**config.mk**
```make
export PLATFORM = sky130hd
export DESIGN_NAME = lane_merge
export DESIGN_NICKNAME = d
export VERILOG_FILES = /design/src/access_pkg.sv /design/src/lane_merge.sv
export VERILOG_INCLUDE_DIRS = /design/src
export SDC_FILE = /design/constraint.sdc
export NUM_CORES = 1
export LEC_CHECK = 0
export ABC_AREA = 1
export BUFFER_PORTS_ARGS = -buffer_cell sky130_fd_sc_hd__buf_2
export CAP_MARGIN = 10
export CORE_AREA = 2 2 100 102
export DETAILED_ROUTE_END_ITERATION = 6
export DIE_AREA = 0 0 102 104
export GPL_TIMING_DRIVEN = 0
export PLACE_DENSITY = 0.71
export SLEW_MARGIN = 20
export SYNTH_ARGS = -nofsm -noshare
export SYNTH_HDL_FRONTEND = slang
export SYNTH_SLANG_ARGS = --single-unit
export TNS_END_PERCENT = 20
```
**constraint.sdc**
```tcl
create_clock -name vclk -period 1.1
set_input_delay 0.165 -clock vclk [all_inputs]
set_output_delay 0.165 -clock vclk [all_outputs]
set_load 0.005 [all_outputs]
```
**src/mac_settings.svh**
```systemverilog
`ifndef MAC_SETTINGS_SVH
`define MAC_SETTINGS_SVH

// Client data width
// Also the write mask width and the memory word width
`define MAC_DATA_W 32

// Number of memory words
// Must be a power of two, the next-word address wraps on it
`define MAC_MEM_WORDS 1024

// Cycles from an accepted read command to its valid pulse
// At least 1
`define MAC_MEM_LATENCY 2

// All-ones mask, an aligned write with this mask needs no read first
`define MAC_FULL_MASK {`MAC_DATA_W{1'b1}}

`endif

```
**src/access_pkg.sv**
```systemverilog
`include "mac_settings.svh"

package access_pkg;

    // Byte position inside a word
    typedef logic [1:0] byte_offset_t;

    // Word index and byte offset view of a byte address
    typedef struct packed {
        logic [29:0]  word;
        byte_offset_t offset;
    } addr_fields_s;

    // One address word, decoded either as a plain byte address or split
    typedef union packed {
        logic [31:0]  raw;
        addr_fields_s fields;
    } byte_addr_u;

    // Client request as it arrives at the port
    typedef struct packed {
        logic                   write;
        byte_addr_u             addr;
        logic [`MAC_DATA_W-1:0] wdata;
        // Bit mask, set bits are written
        logic [`MAC_DATA_W-1:0] wmask;
    } access_req_s;

    // How an access maps onto word commands
    typedef enum logic [2:0] {
        kind_read_aligned = 3'd0,
        kind_read_split   = 3'd1,
        kind_write_full   = 3'd2,
        kind_write_rmw    = 3'd3,
        kind_write_split  = 3'd4
    } access_kind_e;

endpackage

```
**src/lane_merge.sv**
```systemverilog
`include "mac_settings.svh"

module lane_merge (
    input  access_pkg::byte_offset_t offset,
    input  logic [`MAC_DATA_W-1:0]   wdata,
    input  logic [`MAC_DATA_W-1:0]   wmask,
    input  logic [`MAC_DATA_W-1:0]   first_rdata,
    input  logic [`MAC_DATA_W-1:0]   second_rdata,
    input  logic [`MAC_DATA_W-1:0]   mem_rdata,
    output logic [`MAC_DATA_W-1:0]   rdata,
    output logic [`MAC_DATA_W-1:0]   merged_low,
    output logic [`MAC_DATA_W-1:0]   merged_high
);
    localparam int W = `MAC_DATA_W;

    // Bit shift for the byte offset
    logic [4:0]     shift;
    // Write data and mask spread over low word and high word
    logic [2*W-1:0] data_lanes;
    logic [2*W-1:0] mask_lanes;
    // Arriving word above the first word, shifted down
    logic [2*W-1:0] read_pair;

    // Old bits where the mask is clear, new bits where it is set
    function automatic logic [W-1:0] merge_word(
        input logic [W-1:0] old_word,
        input logic [W-1:0] new_word,
        input logic [W-1:0] mask
    );
        return (old_word & ~mask) | (new_word & mask);
    endfunction

    assign shift = {offset, 3'b000};

    // Little-endian, byte n of the access lands at byte offset+n
    assign data_lanes = {{W{1'b0}}, wdata} << shift;
    assign mask_lanes = {{W{1'b0}}, wmask} << shift;

    // Upper bytes of the first word, then lower bytes of the second
    assign read_pair = {mem_rdata, first_rdata} >> shift;

    // Aligned read is the arriving word itself
    assign rdata = (offset == 2'd0) ? mem_rdata : read_pair[W-1:0];

    // Low word, also the plain read-modify-write result
    assign merged_low  = merge_word(first_rdata, data_lanes[W-1:0], mask_lanes[W-1:0]);
    // High word, only written for split writes
    assign merged_high = merge_word(second_rdata, data_lanes[2*W-1:W], mask_lanes[2*W-1:W]);

endmodule

```
; Yosys cells after proc, flatten, opt, wreduce, memory -nomap -nowiden
; Index checks and enable logic that the tools add are counted.
[totals]
reg_bits = 0
input_bits = 162
out_inout_bits = 96
word_cells = 13
[op_classes]
n_shift = 3
mux = 1
n_bitwise = 8
n_reduce_logical = 1
[op_table]
columns = cell, count
row1 = bitwise AND 32 bit, 4
row2 = << shifter 32 x 5 -> 64 bit, 2
row3 = inverter 32 bit, 2
row4 = OR 32 bit, 2
row5 = right shift 64 x 5 -> 32 bit, 1
row6 = two-way mux 32 bit, 1
row7 = zero test 2 bit, 1

; Longest topological paths before layout
[logic_depth]
ltp_word = 4
depth_mapped = 9
mapped_depth_nobuf = 7

; Worst setup path after synthesis
; No wires, ideal clock.
[synth_timing]
path_kind = input-to-output
start = in offset[0]
end = out merged_low[7]
t_arrival_ns = 0.896
t_required_ns = 0.935
setup_slack_ns = 0.039
cell_stages = 7
path_buffers = 2
path_cell_list = buf_4 -> inv_4 -> buf_4 -> nand2_1 -> nor2_1 -> nor2_1 -> a21oi_1
[synth_between]
elab_chain_cells = 4
elab_cells_between_ends = 6
cone_classes = shift (2) / bitwise (4)
[synth_rtl]
columns = element, line
row1 = start: declaration, lane_merge.sv:4  ; input access_pkg::byte_offset_t offset,
row2 = << shifter 32 x 5 -> 64 bit, lane_merge.sv:37  ; assign mask_lanes = {{W{1'b0}}, wmask} << shift;
row3 = inverter 32 bit, lane_merge.sv:30  ; return (old_word & ~mask) | (new_word & mask);
row4 = bitwise AND 32 bit, lane_merge.sv:30
row5 = OR 32 bit (*), lane_merge.sv:30
row6 = end: declaration, lane_merge.sv:11  ; output logic [`MAC_DATA_W-1:0] merged_low,
; Mark *: on every way between the ends. The rest lies on a longest branch, timed or not.

; Worst setup path in the final report
[layout_timing]
start = in offset[0]
end = out merged_low[24]
; The elaborated chain is that of the path after synthesis.

==> out/qor.yml <==
yosys:
  yosys-top-cells-area: "nand2_1, nand3_1, nor2_1"
  synthesis.instances: 757
  synth_common_cells: "nand2_1, nand3_1, nor2_1"
  synth_largest_area_cell: "nand2_1"
  yosysSeqAreaShare_pct: 0
  yosysWarnings: 0
  synth.top_cell.area_share_pct: 44.83
  synth_nets: 919
  syn_avg_cell_area_um2: 4.314
  ys_types: 17
  syn_area_mm2: 0.003266
  yosysMostFrequentCell: "nand2_1"
pwr:
  p_per_area_mw_per_mm2: 456.6
  pwr-share-clk_pct: 0
  power_frac_seq_pct: 0
  ir_drop_mv: 0.2105
  netSwitchingFraction_pct: 54.89
  p_int_mw: 1.163
  p_leak_nw: 3.403
  combPwrFrac_pct: 100.0
  p_switching_mw: 1.415
outcome:
  status: "finished, violations left"
  violations: "negative setup slack"
clock_tree:
  cts_hold_buf: 0
global_routing:
  grt_pass1_wl_mm: 27.79
  grt_pass1_vias: 5307
  grt_max_degree: 11
  grt_overflow: 0
  antenna_found_initial: 0
  track_usage_pct: 32.98
die:
  fp.dieW_um: 102
  die_y_um: 104
  rows: 36
  initial_utilization_pct: 34.20
  die_area_mm2: 0.01061
  io_pins: 258
  core_mm2: 0.009549
place:
  port_buffers: 248
  gp_congestion: 0.9319
  dp_cells: 1138
  hpwl_mm: 14.69
sta:
  period_needed_ns: 1.305
  finalCritPeriodShare_pct: 118.6
  hold_violations: 0
  rsz0062_at_grt: "yes"
  slew_viol_final: 0
  final.setup.worst_slack_ns: -0.2050
  relSlewSlack_pct: 78.96
  fin_worst_hold_slack_ns: 0.4960
  max_freq_ghz: 0.7663
  setup_viol: 87
  tightest_slew_ns: 0.3156
layout:
  nClkBuffers: 0
  n_antenna_cell: 0
  multi_input_area_mm2: 0.002992
  areaGrowthSynthToFinish_pct: 72.91
  drive_above_1_share_pct: 38.72
  fin_nets: 1192
  regArea_um2: 0
  fin_cells: 1161
  seq_cell_count: 0
  fill_cells: 1091
worst_setup_path:
  path_max_fanout: 6
  critPathLaunch: "offset[0]"
  worst-path-buf-inv: 4
  path_common_cell: "nand2_1"
  cp_slowest_stage_delay_ns: 0.15
  worstPathRequired_ns: 0.94
  crit_family: "buffers and inverters"
  worstPathCellList: "buf_16 > buf_12 > buf_12 > nand2_2 > nand3_2 > nand2_1 > nand2_1 > nand2_1 > buf_2"
  arrival_ns: 1.14
  worst_path_max_delay_cell: "buf_12"
  criticalPathCategory: "input pin to primary output"
  start_kind: "input pin"
  endpoint_kind: "primary output"
drt:
  detail-route-antenna-nets: 0
  postRouteWirelength_mm: 19.09
  first_pass_iters: 5
  vias_per_cell: 5.065
  route.vias.total: 5880
  remaining_drc_errors: 0
  routedWlPerCell_um: 16.44
  drtIter0Drc: 442
min_path:
  worstHoldStart: "second_rdata[30]"
  min_path_type: "input pin to primary output"
flow_run:
  maxCapViolCount: 0
## layout by cell type (no fill, tap or decap)
cell type	instances
a21oi_1	38
buf_12	10
buf_16	5
buf_2	250
buf_4	26
buf_6	14
buf_8	11
bufbuf_16	2
clkbuf_16	3
clkbuf_2	2
clkbuf_4	1
inv_1	48
inv_16	1
inv_2	1
inv_6	1
inv_8	1
nand2_1	352
nand2_2	32
nand2_4	5
nand2_8	1
nand3_1	96
nand3_2	15
nand3_4	1
nand4_1	8
nor2_1	54
nor2_2	7
nor2_4	3
o211ai_1	1
o21ai_1	33
o21ai_2	6
## stage by stage
stage	cell area [um^2]	TNS, ns	setup WS [ns]	utilization [%]	power [mW]
floorplan	3266	0	0.03877	-	1.104
global placement	4673	-23.40	-0.3969	48.94	2.101
detailed placement	4673	-23.48	-0.3918	48.94	2.100
CTS	5270	-4.959	-0.1244	55.19	2.377
global route	5647	-11.26	-0.2330	59.13	2.801
finish	5647	-6.649	-0.2050	59.13	2.578
## path summary, 6_finish.rpt
kind	endpoint	slack (ns)	cells after the start
worst max-delay path	merged_low[24]	-0.20	9
worst min-delay path	merged_high[30]	0.50	2
## power groups by stage
stage | clock, mW | combinational, mW | sequential (mW)
floorplan | 0 | 1.10 | 0
global placement | 0 | 2.10 | 0
detailed placement | 0 | 2.10 | 0
CTS | 0 | 2.38 | 0
global route | 0 | 2.80 | 0
finish | 0 | 2.58 | 0
## metal layers
layer	GRT usage (%)	up-vias	wire, um
met4	7.333	0	403
met1	43.20	2559	7820
li1	-	2940	-
met3	4.234	33	1859
met5	0	-	0
met2	56.91	348	9005
## area by class of cell
type / count / share of cell area, %
Inverter: 51 / 3.811
Multi-Input combinational cell: 652 / 52.98
Timing Repair inverter: 1 / 0.1551
Timing Repair Buffer: 270 / 28.56
Tap cell: 133 / 2.947
Buffer: 54 / 11.54
## cell families (layout without fill, tap and decap cells)
family / after synthesis / count (layout) / synth area share, %
AOI/OAI and AO/OA: 78 / 78 / 12.03
buffers and inverters: 105 / 376 / 16.55
and+or+nand+nor: 574 / 574 / 71.42
## repair_timing
action,4_1_cts,5_1_grt
resized for setup,109,71
endpoints found under the setup margin,88,88
gates cloned,7,3
pin swaps,13,42
buffers inserted,8,5
Power figures use the tool's default switching activity.
