[src/mac_settings.svh]
`ifndef MAC_SETTINGS_SVH
`define MAC_SETTINGS_SVH

// Client data width
// Also the write mask width and the memory word width
`define MAC_DATA_W 32

// Number of memory words
// Must be a power of two, the next-word address wraps on it
`define MAC_MEM_WORDS 1024

// Cycles from an accepted read command to its valid pulse
// At least 1
`define MAC_MEM_LATENCY 2

// All-ones mask, an aligned write with this mask needs no read first
`define MAC_FULL_MASK {`MAC_DATA_W{1'b1}}

`endif

[src/access_pkg.sv]
`include "mac_settings.svh"

package access_pkg;

    // Byte position inside a word
    typedef logic [1:0] byte_offset_t;

    // Word index and byte offset view of a byte address
    typedef struct packed {
        logic [29:0]  word;
        byte_offset_t offset;
    } addr_fields_s;

    // One address word, decoded either as a plain byte address or split
    typedef union packed {
        logic [31:0]  raw;
        addr_fields_s fields;
    } byte_addr_u;

    // Client request as it arrives at the port
    typedef struct packed {
        logic                   write;
        byte_addr_u             addr;
        logic [`MAC_DATA_W-1:0] wdata;
        // Bit mask, set bits are written
        logic [`MAC_DATA_W-1:0] wmask;
    } access_req_s;

    // How an access maps onto word commands
    typedef enum logic [2:0] {
        kind_read_aligned = 3'd0,
        kind_read_split   = 3'd1,
        kind_write_full   = 3'd2,
        kind_write_rmw    = 3'd3,
        kind_write_split  = 3'd4
    } access_kind_e;

endpackage

[src/mem_pkg.sv]
`include "mac_settings.svh"

package mem_pkg;

    // Word index on the memory side
    // Memory uses only the low bits it needs
    typedef logic [29:0] word_addr_t;

    // One word command
    // wdata is ignored for reads
    typedef struct packed {
        logic                   write;
        word_addr_t             addr;
        logic [`MAC_DATA_W-1:0] wdata;
    } word_cmd_s;

endpackage

[src/access_decode.sv]
`include "mac_settings.svh"

module access_decode (
    input  logic                     clk,
    input  logic                     rst_n,
    input  logic                     accept,
    input  access_pkg::access_req_s  req,
    output access_pkg::access_kind_e kind,
    output mem_pkg::word_addr_t      first_word,
    output mem_pkg::word_addr_t      next_word,
    output access_pkg::byte_offset_t offset,
    output logic [`MAC_DATA_W-1:0]   wdata,
    output logic [`MAC_DATA_W-1:0]   wmask
);
    import access_pkg::*;
    import mem_pkg::*;

    // Keeps word indices inside the memory
    localparam word_addr_t WORD_MASK = word_addr_t'(`MAC_MEM_WORDS - 1);

    access_req_s req_q;
    byte_addr_u  next_addr;

    // Request held for the whole access
    always_ff @(posedge clk) begin
        if (!rst_n) begin
            req_q <= '0;
        end else if (accept) begin
            req_q <= req;
        end
    end

    // Byte address of the following word, as a plain sum
    assign next_addr.raw = req_q.addr.raw + 32'd4;

    // Struct view gives index and lane
    assign first_word = req_q.addr.fields.word & WORD_MASK;
    assign next_word  = next_addr.fields.word & WORD_MASK;
    assign offset     = req_q.addr.fields.offset;
    assign wdata      = req_q.wdata;
    assign wmask      = req_q.wmask;

    // One kind per access, everything downstream keys off it
    always_comb begin
        if (!req_q.write) begin
            kind = (offset == 2'd0) ? kind_read_aligned : kind_read_split;
        end else if (offset != 2'd0) begin
            kind = kind_write_split;
        end else if (req_q.wmask == `MAC_FULL_MASK) begin
            kind = kind_write_full;
        end else begin
            // Partial mask, old bits must come from memory
            kind = kind_write_rmw;
        end
    end

endmodule

[config.mk]
export PLATFORM = sky130hd
export DESIGN_NAME = access_decode
export DESIGN_NICKNAME = d
export VERILOG_FILES = /design/src/access_pkg.sv /design/src/mem_pkg.sv /design/src/access_decode.sv
export VERILOG_INCLUDE_DIRS = /design/src
export SDC_FILE = /design/constraint.sdc
export NUM_CORES = 1
export LEC_CHECK = 0
export ABC_CLOCK_PERIOD_IN_PS = 1900
export BUFFER_PORTS_ARGS = -buffer_cell sky130_fd_sc_hd__buf_2
export CAP_MARGIN = 15
export CORE_MARGIN = 4
export CORE_UTILIZATION = 25
export CTS_BUF_LIST = sky130_fd_sc_hd__clkbuf_8
export CTS_CLUSTER_DIAMETER = 150
export DETAILED_ROUTE_END_ITERATION = 6
export HOLD_SLACK_MARGIN = 0.12
export PLACE_DENSITY = 0.5
export SYNTH_ARGS = -nofsm -noshare
export SYNTH_HDL_FRONTEND = slang
export SYNTH_SLANG_ARGS = --single-unit
[constraint.sdc]
create_clock -name clk -period 1.9 [get_ports clk]
set_clock_uncertainty 0.2 [all_clocks]
set_input_delay 0.095 -clock clk [delete_from_list [all_inputs] [get_ports clk]]
set_output_delay 0.095 -clock clk [all_outputs]
set_load 0.01 [all_outputs]
==> impl_metrics.json, run 1 <==
{
  "rows": 45,
  "ys_top_cells_by_area": "dfxtp_1 (39%), buf_4 (22%), mux2i_1 (19%)",
  "die_w_microns": 135,
  "yosys_warnings": 0,
  "yosysSeqAreaShare_pct": 38.5,
  "status": "aborted with a tool error",
  "clockBufferDepth": 2,
  "netlist_instances": 403,
  "io_buffers": 168,
  "synth_top_area_share_pct": 38.5,
  "syn_area_sq_mm": 0.00400,
  "gp_congestion": 0.694,
  "stop_error": "[ERROR RSZ-0060] Max buffer count reached.",
  "failed_stage": "4_1_cts",
  "cts_hold_buffers": 144,
  "cts_max_level": 3,
  "dp.cells": 693,
  "dpl.hpwl_microns": 6650,
  "start_util_pct": 25.9,
  "io_pins": 229,
  "synth_top_cell_by_area": "dfxtp_1",
  "cts_resized": 20,
  "clkSinkCount": 77,
  "ys_ff_latch": 77,
  "synth_cell_types": 20,
  "cts_made_buffers": 9,
  "post_cts_buffers": 3,
  "synth_area_per_cell_sq_um": 9.93,
  "clockRootBuffer": "clkbuf_8",
  "fp.dieH_microns": 135
}
stage by stage:
| step | setup slack (ps) | area (sq um) | hold slack (ps) | utilization (%) |
|---|---|---|---|---|
| 2_1_floorplan | 465 | 4150 | 64.5 | - |
| 3_3_place_gp | 179 | 4360 | 148 | 28.3 |
| 3_5_place_dp | 195 | 4360 | 158 | 28.3 |
logic make-up after synthesis:
kind of cell | synth area share, %
adders and majority gates | 0.313
AOI/OAI and AO/OA | 0.250
DFF | 38.5
buffers and inverters | 24.4
xor gates and xnor gates | 1.75
other | 0.0937
and+or+nand+nor | 15.4
muxes | 19.3
cells in the mapped netlist:
| master | instances |
|---|---|
| buf_6 | 3 |
| buf_2 | 5 |
| nor2_1 | 4 |
| inv_1 | 3 |
| or4_1 | 2 |
| mux2i_1 | 77 |
| nand4_1 | 9 |
| nand3_1 | 5 |
| nor4_1 | 1 |
| nand2_1 | 1 |
| and2_1 | 1 |
| xor2_1 | 3 |
| nor2b_1 | 78 |
| conb_1 | 1 |
| buf_4 | 117 |
| clkbuf_1 | 8 |
| o21ai_1 | 2 |
| ha_1 | 1 |
| xnor2_1 | 5 |
| dfxtp_1 | 77 |
==> run 2: changes to the inputs <==
--- a/config.mk
+++ b/config.mk
@@ -10,12 +10,9 @@
 export BUFFER_PORTS_ARGS = -buffer_cell sky130_fd_sc_hd__buf_2
 export CAP_MARGIN = 15
 export CORE_MARGIN = 4
-export CORE_UTILIZATION = 25
-export CTS_BUF_LIST = sky130_fd_sc_hd__clkbuf_8
-export CTS_CLUSTER_DIAMETER = 150
+export CORE_UTILIZATION = 20
 export DETAILED_ROUTE_END_ITERATION = 6
-export HOLD_SLACK_MARGIN = 0.12
-export PLACE_DENSITY = 0.5
+export PLACE_DENSITY_LB_ADDON = 0.15
 export SYNTH_ARGS = -nofsm -noshare
 export SYNTH_HDL_FRONTEND = slang
 export SYNTH_SLANG_ARGS = --single-unit
==> run 2 against run 1 <==
The flow now finishes, with violations (setup timing); synthesized area unchanged; synthesized cell count unchanged.
==> impl_metrics.json, run 2 <==
{
  "drive_gt1_share_pct": 37.5,
  "ys_top_cells_by_area": "dfxtp_1 (39%), buf_4 (22%), mux2i_1 (19%)",
  "io_buffers": 168,
  "rows": 51,
  "post-route-drc-count": 0,
  "cts_made_buffers": 9,
  "max_stage_delay_ps": 540,
  "drt_wl_total_microns": 9830,
  "gp_congestion": 0.698,
  "fin_crit_ps": 2000,
  "rsz0062_at_grt": "true",
  "worstPathMaxFanout": 3,
  "grt_usage_pct": 8.57,
  "p_seq_share_pct": 41.7,
  "fin_tns_setup_ps": -95.5,
  "hp-class": "input pin to register",
  "die_w_microns": 149,
  "synth-simple-area-share_pct": 15.4,
  "netlist_instances": 403,
  "fillers": 2104,
  "swShare_pct": 24.5,
  "dpl_worst_slack_ps": 137,
  "layout_commonest_cell": "buf_2",
  "grt_max_degree": 78,
  "critPathRequiredTime_ps": 1600,
  "firstDrtPassIters": 4,
  "finalMaxSlewViolations": 0,
  "synth_commonest_cells": "buf_4 (117), nor2b_1 (78), dfxtp_1 (77), mux2i_1 (77), nand4_1 (9)",
  "cts_tree": "done",
  "clock_power_share_pct": 42.0,
  "die-area_sq_mm": 0.0223,
  "grt-ovfl-total": 0,
  "setup_slack_ps": -95.5,
  "placed_area_sq_mm": 0.00443,
  "p_int_mw": 3.23,
  "grt_pass1_vias": 3099,
  "hold_viol": 0,
  "violations": "setup timing",
  "clockBufferDepth": 2,
  "start_util_pct": 20.4,
  "synthAdderAreaFrac_pct": 0.313,
  "fin_area_sq_mm": 0.00557,
  "min_period_over_period_pct": 105,
  "final_cell_mix": "buf_2 (167), nor2b_1 (78), mux2i_1 (77), dlygate4sd3_1 (77), dfxtp_1 (53)",
  "cellPowerDensity_mw_per_mm2": 767,
  "io_pins": 229,
  "power_frac_comb_pct": 16.3,
  "hold_slack_ps": 64.4,
  "post_cts_buffers": 0,
  "synthXorXnorAreaFrac_pct": 1.75,
  "clk_pin_slew_ps": 60,
  "synth_top_cell_by_area": "dfxtp_1",
  "status": "finished with violations",
  "cp-end-kind": "output pin",
  "peakVddDrop_v": 0.000376,
  "slowest_stage": "or4_1",
  "setup_violations": 1,
  "clockRootBuffer": "clkbuf_16",
  "yosysSeqAreaShare_pct": 38.5,
  "synth_cell_types": 20,
  "synth_top_family_by_area": "buffers and inverters",
  "stdcell_count": 838,
  "avgViaCountPerCell": 3.50,
  "cts_max_level": 3,
  "syn_area_sq_mm": 0.00400,
  "fin_util_pct": 28.4,
  "yosysMostFrequentCell": "buf_4",
  "antenna-diode-count": 0,
  "ys_ff_latch": 77,
  "synth_area_per_cell_sq_um": 9.93,
  "start_kind": "register",
  "synth-main-ff-cell": "dfxtp_1",
  "fin_nets": 671,
  "clkSinkCount": 77,
  "dpl.hpwl_microns": 6990,
  "yosys_warnings": 0,
  "critPathBufInv": 1,
  "drtIter0Drc": 43,
  "path_cells": "nand4_1 > or4_1 > o21ai_2 > o21ai_1 > buf_2",
  "total_power_mw": 4.28,
  "cp.arrival_ps": 1700,
  "clock_latency_ps": 330,
  "cap_violations": 0,
  "p_sw_mw": 1.05,
  "vias": 2933,
  "synth.area.mux_share_pct": 19.3,
  "synth_top_area_share_pct": 38.5,
  "async_flop_share_pct": 0,
  "synth_compound_gate_area_share_pct": 0.250,
  "crit_family": "simple AND/OR/NAND/NOR gates",
  "coreArea_sq_mm": 0.0196,
  "grt_pass1_wl_microns": 15300,
  "dp.cells": 747,
  "wl_per_cell_microns": 11.7,
  "fp.dieH_microns": 149,
  "ant_nets": 0,
  "antenna_found_initial": 0,
  "synth_enable_flop_cells": 0,
  "p_leak_nw": 2.71,
  "fmax_mhz": 501,
  "areaGrowthSynthToFinish_pct": 39.2,
  "path_class": "register to output pin"
}
run 2: cell counts after synthesis:
Identical to the previous run, type by type.
run 2: cell families (layout without fill, tap and decap cells):
group,after synthesis,after routing
xor gates and xnor gates,8,8
DFF,77,77
and+or+nand+nor,101,101
muxes,77,77
buffers and inverters,136,267
adders and majority gates,1,1
other,1,40
AOI/OAI and AO/OA,2,2
run 2: repair_timing:
action / in CTS / in global routing
endpoints found under the setup margin: 4 / 4
resized for setup: 17 / 14
hold endpoints to repair: 77 / 0
hold buffers: 77 / 0
pin swaps: 2 / 1
run 2: final timing paths:
check | depth (start not counted) | to | start | slack [ps]
max | 5 | kind[0] | wmask[17]$_SDFFE_PN0P_ | -100
min | 3 | wmask[7]$_SDFFE_PN0P_ | rst_n | 60
max reg2reg | 3 | first_word[3]$_SDFFE_PN0P_ | first_word[3]$_SDFFE_PN0P_ | 950
min reg2reg | 2 | wdata[23]$_SDFFE_PN0P_ | wdata[23]$_SDFFE_PN0P_ | 310
run 2: metal layers:
metal  GRT usage (%)  share of wire (%)  up-vias
met3            3.12                8.4        9
met1            10.3                 44     1306
met4            3.30                1.2        0
met5               0                  0        -
met2            14.0                 46      129
li1                -                  -     1489
run 2: tightest hold or removal path: stages:
cell     delay, ps
buf_2          110
buf_12         190
nor2b_1        160
run 2: power groups by stage:
stage               combinational [mW]  clock (mW)  sequential (mW)
detailed placement               0.577           0             1.81
global route                     0.767        1.97             1.80
global placement                 0.577           0             1.81
CTS                              0.703        1.92             1.78
floorplan                        0.519           0             1.80
finish                           0.696        1.80             1.78
run 2: final cells by class:
class | count | area [sq um] | share of cell area, %
clock inverters | 5 | 77.6 | 1.39
well taps | 265 | 332 | 5.95
repair buffers | 250 | 1690 | 30.3
flip-flops and latches | 77 | 1570 | 28.2
clock buffers | 9 | 225 | 4.04
multi-input cells | 229 | 1660 | 29.9
inverters | 3 | 11.3 | 0.202
Note: power is estimated with default switching activity, not from simulation.
