File: src/mac_settings.svh
`ifndef MAC_SETTINGS_SVH
`define MAC_SETTINGS_SVH

// Client data width
// Also the write mask width and the memory word width
`define MAC_DATA_W 32

// Number of memory words
// Must be a power of two, the next-word address wraps on it
`define MAC_MEM_WORDS 1024

// Cycles from an accepted read command to its valid pulse
// At least 1
`define MAC_MEM_LATENCY 2

// All-ones mask, an aligned write with this mask needs no read first
`define MAC_FULL_MASK {`MAC_DATA_W{1'b1}}

`endif

File: src/access_pkg.sv
`include "mac_settings.svh"

package access_pkg;

    // Byte position inside a word
    typedef logic [1:0] byte_offset_t;

    // Word index and byte offset view of a byte address
    typedef struct packed {
        logic [29:0]  word;
        byte_offset_t offset;
    } addr_fields_s;

    // One address word, decoded either as a plain byte address or split
    typedef union packed {
        logic [31:0]  raw;
        addr_fields_s fields;
    } byte_addr_u;

    // Client request as it arrives at the port
    typedef struct packed {
        logic                   write;
        byte_addr_u             addr;
        logic [`MAC_DATA_W-1:0] wdata;
        // Bit mask, set bits are written
        logic [`MAC_DATA_W-1:0] wmask;
    } access_req_s;

    // How an access maps onto word commands
    typedef enum logic [2:0] {
        kind_read_aligned = 3'd0,
        kind_read_split   = 3'd1,
        kind_write_full   = 3'd2,
        kind_write_rmw    = 3'd3,
        kind_write_split  = 3'd4
    } access_kind_e;

endpackage

File: src/mem_pkg.sv
`include "mac_settings.svh"

package mem_pkg;

    // Word index on the memory side
    // Memory uses only the low bits it needs
    typedef logic [29:0] word_addr_t;

    // One word command
    // wdata is ignored for reads
    typedef struct packed {
        logic                   write;
        word_addr_t             addr;
        logic [`MAC_DATA_W-1:0] wdata;
    } word_cmd_s;

endpackage

File: src/access_sequencer.sv
`include "mac_settings.svh"

module access_sequencer (
    input  logic                     clk,
    input  logic                     rst_n,
    input  logic                     req_start,
    input  access_pkg::access_kind_e kind,
    input  mem_pkg::word_addr_t      first_word,
    input  mem_pkg::word_addr_t      next_word,
    input  logic                     mem_ready,
    input  logic [`MAC_DATA_W-1:0]   mem_rdata,
    input  logic                     mem_rdata_valid,
    input  logic [`MAC_DATA_W-1:0]   merged_low,
    input  logic [`MAC_DATA_W-1:0]   merged_high,
    output logic                     cmd_ready,
    output logic                     accept,
    output logic                     mem_start,
    output mem_pkg::word_cmd_s       mem_cmd,
    output logic [`MAC_DATA_W-1:0]   first_rdata,
    output logic [`MAC_DATA_W-1:0]   second_rdata,
    output logic                     rdata_valid
);
    import access_pkg::*;

    typedef enum logic [2:0] {
        st_idle,
        st_wait_rd1,
        st_wait_rd2,
        st_write_low,
        st_write_high,
        st_done
    } state_e;

    state_e state;
    // Read of the current state already taken by the memory
    logic   rd_issued;
    logic   mem_accept;
    logic   rd_arrived;
    logic   first_is_write;

    assign cmd_ready  = (state == st_idle);
    assign accept     = req_start && cmd_ready;
    assign mem_accept = mem_start && mem_ready;
    assign rd_arrived = rd_issued && mem_rdata_valid;

    // A full write needs no read and goes out from the first state
    assign first_is_write = (kind == kind_write_full);

    // Command for the current state
    // Memory is always idle when a command is due
    always_comb begin
        mem_start = 1'b0;
        mem_cmd   = '{write: 1'b0, addr: first_word, wdata: '0};
        case (state)
            st_wait_rd1: begin
                mem_start = !rd_issued;
                if (first_is_write) begin
                    mem_cmd.write = 1'b1;
                    mem_cmd.wdata = merged_low;
                end
            end
            st_wait_rd2: begin
                mem_start    = !rd_issued;
                mem_cmd.addr = next_word;
            end
            st_write_low: begin
                mem_start     = 1'b1;
                mem_cmd.write = 1'b1;
                mem_cmd.wdata = merged_low;
            end
            st_write_high: begin
                mem_start     = 1'b1;
                mem_cmd.write = 1'b1;
                mem_cmd.addr  = next_word;
                mem_cmd.wdata = merged_high;
            end
            default: begin
                mem_start = 1'b0;
            end
        endcase
    end

    always_ff @(posedge clk) begin
        if (!rst_n) begin
            state     <= st_idle;
            rd_issued <= 1'b0;
        end else begin
            case (state)
                st_idle: begin
                    if (accept) begin
                        state <= st_wait_rd1;
                    end
                end
                st_wait_rd1: begin
                    if (first_is_write) begin
                        if (mem_accept) begin
                            state <= st_done;
                        end
                    end else begin
                        if (mem_accept) begin
                            rd_issued <= 1'b1;
                        end
                        if (rd_arrived) begin
                            rd_issued <= 1'b0;
                            case (kind)
                                kind_read_aligned: state <= st_done;
                                kind_write_rmw:    state <= st_write_low;
                                default:           state <= st_wait_rd2;
                            endcase
                        end
                    end
                end
                st_wait_rd2: begin
                    if (mem_accept) begin
                        rd_issued <= 1'b1;
                    end
                    if (rd_arrived) begin
                        rd_issued <= 1'b0;
                        // A split read ends here while a split write goes on to write back
                        state <= (kind == kind_read_split) ? st_done : st_write_low;
                    end
                end
                st_write_low: begin
                    if (mem_accept) begin
                        state <= (kind == kind_write_split) ? st_write_high : st_done;
                    end
                end
                st_write_high: begin
                    if (mem_accept) begin
                        state <= st_done;
                    end
                end
                default: begin
                    state <= st_idle;
                end
            endcase
        end
    end

    // Read words kept for the merge
    always_ff @(posedge clk) begin
        if (rd_arrived && state == st_wait_rd1) begin
            first_rdata <= mem_rdata;
        end
        if (rd_arrived && state == st_wait_rd2) begin
            second_rdata <= mem_rdata;
        end
    end

    // Client pulse on the last word of a read
    assign rdata_valid = rd_arrived &&
        ((state == st_wait_rd1 && kind == kind_read_aligned) ||
         (state == st_wait_rd2 && kind == kind_read_split));

    // Every memory valid belongs to a read issued here
    valid_has_read: assert property (@(posedge clk) disable iff (!rst_n)
        mem_rdata_valid |-> rd_issued && (state inside {st_wait_rd1, st_wait_rd2}));

    // FSM only asks for the memory when it is free
    start_when_ready: assert property (@(posedge clk) disable iff (!rst_n)
        !mem_ready |-> !mem_start);

endmodule

File: config.mk
export PLATFORM = sky130hd
export DESIGN_NAME = access_sequencer
export DESIGN_NICKNAME = d
export VERILOG_FILES = /design/src/access_pkg.sv /design/src/mem_pkg.sv /design/src/access_sequencer.sv
export VERILOG_INCLUDE_DIRS = /design/src
export SDC_FILE = /design/constraint.sdc
export NUM_CORES = 1
export LEC_CHECK = 0
export BUFFER_PORTS_ARGS = -buffer_cell sky130_fd_sc_hd__buf_2
export CELL_PAD_IN_SITES_DETAIL_PLACEMENT = 2
export CELL_PAD_IN_SITES_GLOBAL_PLACEMENT = 2
export CORE_MARGIN = 2
export CORE_UTILIZATION = 21
export DETAILED_ROUTE_END_ITERATION = 10
export HOLD_SLACK_MARGIN = 0.12
export PLACE_DENSITY_LB_ADDON = 0.1
export SYNTH_ARGS = -nofsm -noshare
export SYNTH_HDL_FRONTEND = slang
export SYNTH_SLANG_ARGS = --single-unit
File: constraint.sdc
create_clock -name clk -period 6.2 [get_ports clk]
set_input_delay 0.31 -clock clk [delete_from_list [all_inputs] [get_ports clk]]
set_output_delay 0.31 -clock clk [all_outputs]
set_load 0.05 [all_outputs]
After elaboration in Yosys (flattened, before gate mapping)
Cells that the tools add are included. Widths: inputs -> output; s select.

Reductions and logical operators: 18. Muxes and demuxes: 20. Eq/ne operators: 13.

Operators by type and width (count): $pmux 32 s3 (1); $mux 32 (1); $mux 30 (1); $mux 3 (7); $pmux 3 s5 (1); $eq 3x2->1 const B (4); $logic_and 1x1->1 (8); $eq 3x1->1 const B (2); $eq 3x3->1 const B (2); $logic_not 3->1 (2); $ne 2x2->1 const B (3); $pmux 1 s2 (3); $pmux 3 s2 (1); $reduce_or 2->1 (3); $mux 1 (5); $reduce_and 4->1 (1); $ne 3x3->1 const B (1); $ne 2x1->1 const B (1); $reduce_and 2->1 (1); $reduce_bool 2->1 (1); $logic_not 1->1 (1); $logic_or 1x1->1 (1).

Output and inout bits: 131. Bits in registers: 68. Input port bits: 164. Logic and storage cells: 55.

Depth between registers and ports, before layout
Word-level depth: 8. Depth in mapped cells: 6. Mapped depth without buffers: 5.

Least setup slack after synthesis
No wires, ideal clock.

Path type: register to register. Start point: register state[0]. End point: register second_rdata[0], enable pin. Required time: 5.739 ns. Stages on the path, launching flop included: 4. Slack: 2.898 ns. Data arrival time: 2.840 ns. Clock period less this slack: 3.302 ns. Path buffers: 1. Library setup time: 0.461 ns. Path through: dfxtp_1 > buf_4 > nand2b_1 > nor3_1.

Longest elaborated chain between the ends: 2.

RTL lines: from (decl) (line access_sequencer.sv:34) `state_e state;`; from (signal assigned) (line access_sequencer.sv:85) `state <= st_idle;`; from (signal assigned) (line access_sequencer.sv:91) `state <= st_wait_rd1;`; from (signal assigned) (line access_sequencer.sv:97) `state <= st_done;`; $eq 3x2->1 (line access_sequencer.sv:145) `if (rd_arrived && state == st_wait_rd2) begin`; $logic_and 1x1->1 (line access_sequencer.sv:145); to (signal assigned) (line access_sequencer.sv:146) `second_rdata <= mem_rdata;`; to (decl) (line access_sequencer.sv:20) `` output logic [`MAC_DATA_W-1:0] second_rdata, ``.

No other way between the ends. A chain may end at the register's enable or synchronous reset.

==> results.cfg <==
[routing]
num_vias = 2996
drt_first_pass_iters = 4
ant_nets = 0
viasPerCell = 4.42
wl_mm = 12.6
wire_per_inst_um = 18.6
drc = 0
drtIter0Drc = 127

[timing]
worst_slack_ns = 3.68
finalSetupTns_ns = 0
max_slew.worst_pin.slew_ns = 0.685
hold_ws_ns = 0.172
fin_skew_ns = 0.0116
rsz0062_at_grt = no
finalCritPeriodShare = 0.407
slew_headroom = 0.543
drv_slew = 0
setup_viol = 0
hold_viol = 0
max_freq_mhz = 396
min_period_ns = 2.52

[setup_path]
cp-start-kind = flop
endpoint_kind = output pin
worst-path-max-fanout = 33
crit_buf_inv = 2
crit_family = compound AO/OA/AOI/OAI gates
crit_chain = inv_2 -> o211a_2 -> a22o_1 -> buf_2
reg2reg_slack_ns = 4.44
arrival_ns = 2.21
criticalPathCategory = flop to output pin
cp_slowest_cell = o211a_2
slowest_delay_ns = 0.66
crit_required_ns = 5.89

[logic_synthesis]
syn-num-nets = 360
yosysSeqAreaShare = 0.659
ys_ff_latch = 68
synth_cell_types = 38
yosys.area.top_type = edfxtp_1
synth_warnings = 0
synth_compound_area_frac = 0.143
mappedNetlistArea_um2 = 3040
netlist.area_leader.share = 0.633
synthMuxAreaShare = 0.115
avgSynthCellArea_um2 = 15.5
synth_top_family_by_area = compound AO/OA/AOI/OAI gates
synthCells = 196
synth_fa_ha_area_frac = 0
synth-xor-area-share = 0.00288
netlist_top_cells_area = edfxtp_1 63%, mux2_1 11%, a22o_1 9.2%
synth-simple-area-share = 0.0527

[floorplan]
die_x_um = 124
die-area_um2 = 15400
core_um2 = 14000
num_rows = 43
io_pins = 295
die_y_um = 124
start_util = 0.217

[placed_design]
placedCellCount = 661
place_ws_ns = 3.97
io_buffers = 294
dp_hpwl_mm = 10.4
gp_congestion = 0.740

[global_routing]
grt.met1_usage = 0.173
grt_pass1_wl_mm = 19.3
grt_pass1_vias = 3266
top_usage_layer = met2
overflow = 0
grtUsageMet3 = 0.0606
grt.total_usage = 0.160
gr-usage-met2 = 0.295
grt_max_degree = 35
antenna_found_initial = 0

[outcome]
status = finished clean

[cells_and_area]
drive_gt1_frac = 0.652
fin_cells = 678
area_growth_pct = 64.3
layout.nets = 656

[job]
cap_violations = 0

[cts]
root_buffer = clkbuf_16
clock_latency_ns = 0.33
cts_inserted_buffers = 9
cts_hold_buf = 0
htree_levels = 3
cts_resized = 0
post_cts_buffers = 0
cts_tree = yes
cts.path.max_buffers = 2
clkTransAtPathRegs_ns = 0.06
cts_sinks = 68

[min_path]
worstHoldPathType = input pin to flop

[power]
power_leakage_nw = 2.33
power.total_w = 0.00122
power_per_cell_area_nw_per_um2 = 245
peakVddDrop_mv = 0.0937
synth_stat cells (all sizes together):
master	count
nor3	4
nand3	2
mux2	30
and4	1
nand2b	3
nor3b	1
a221oi	1
a31oi	1
or2	2
a22o	32
o22ai	1
o32ai	1
xnor2	1
a211oi	1
and3	1
a21boi	2
o21a	1
nor2	11
inv	1
o2bb2ai	1
nor2b	1
a32oi	1
a21oi	2
edfxtp	64
o21ai	4
dfxtp	4
nand2	4
a21o	1
buf	13
o211a	2
and2	1
mux2i	1
report_power, final:
group          switching, W  internal, W
combinational      0.000143    0.0000740
clock              0.000185     0.000311
sequential       0.00000500     0.000507
total              0.000333     0.000892
layout make-up:
class | count | area (um^2)
fillers | 1579 | 9000
flip-flops and latches | 68 | 2000
repair buffers | 298 | 1500
multi-input cells | 114 | 962
clock buffers | 10 | 229
well taps | 180 | 225
clock inverters | 6 | 63.8
inverters | 1 | 3.75
diodes | 1 | 2.50
metal layers:
layer  vias up  wire length [um]  share of wire
li1       1375                 -              -
met1      1425              4590           0.36
met2       191              6700           0.53
met3         5              1260           0.10
met4         0                95         0.0075
met5         -                 0              0
per-stage QoR:
step,util,cell area (um^2)
floorplan,-,3040
global placement,0.336,4690
detailed placement,0.336,4690
CTS,0.357,4990
global route,0.357,4990
finish,0.357,4990
kinds of logic after synthesis:
group                     after synthesis
AOI/OAI and AO/OA                      51
xor gates and xnor gates                1
buffers and inverters                  14
DFF                                    68
muxes                                  31
and+or+nand+nor                        31
registers in the layout (all words and copies together), names as in the netlist:
name	count
first_rdata	32
second_rdata	32
state	3
rd_issued	1
cells in the final DEF, fill, tap and decap left out, types with 2 or more instances in the layout:
master / Yosys / final
buf_2: 8 / 294
edfxtp_1: 64 / 64
a22o_1: 32 / 32
mux2_1: 30 / 30
nor2_1: 10 / 9
clkbuf_16: 0 / 9
nand2_1: 4 / 4
o21ai_0: 4 / 4
buf_4: 4 / 4
dfxtp_1: 4 / 4
nand2b_1: 3 / 3
nor2_2: 1 / 2
a21oi_1: 2 / 2
nor3_2: 0 / 2
nor3_1: 4 / 2
nand3_1: 2 / 2
clkinv_2: 0 / 2
clkinvlp_4: 0 / 2
final timing paths:
path,from,to,cells after the start
max,state[2],mem_cmd[14],4
min,mem_rdata[31],second_rdata[31],1
max reg2reg,state[1],second_rdata[6],3
min reg2reg,rd_issued,rd_issued,2
No activity file was read; power rests on OpenSTA's default activity.
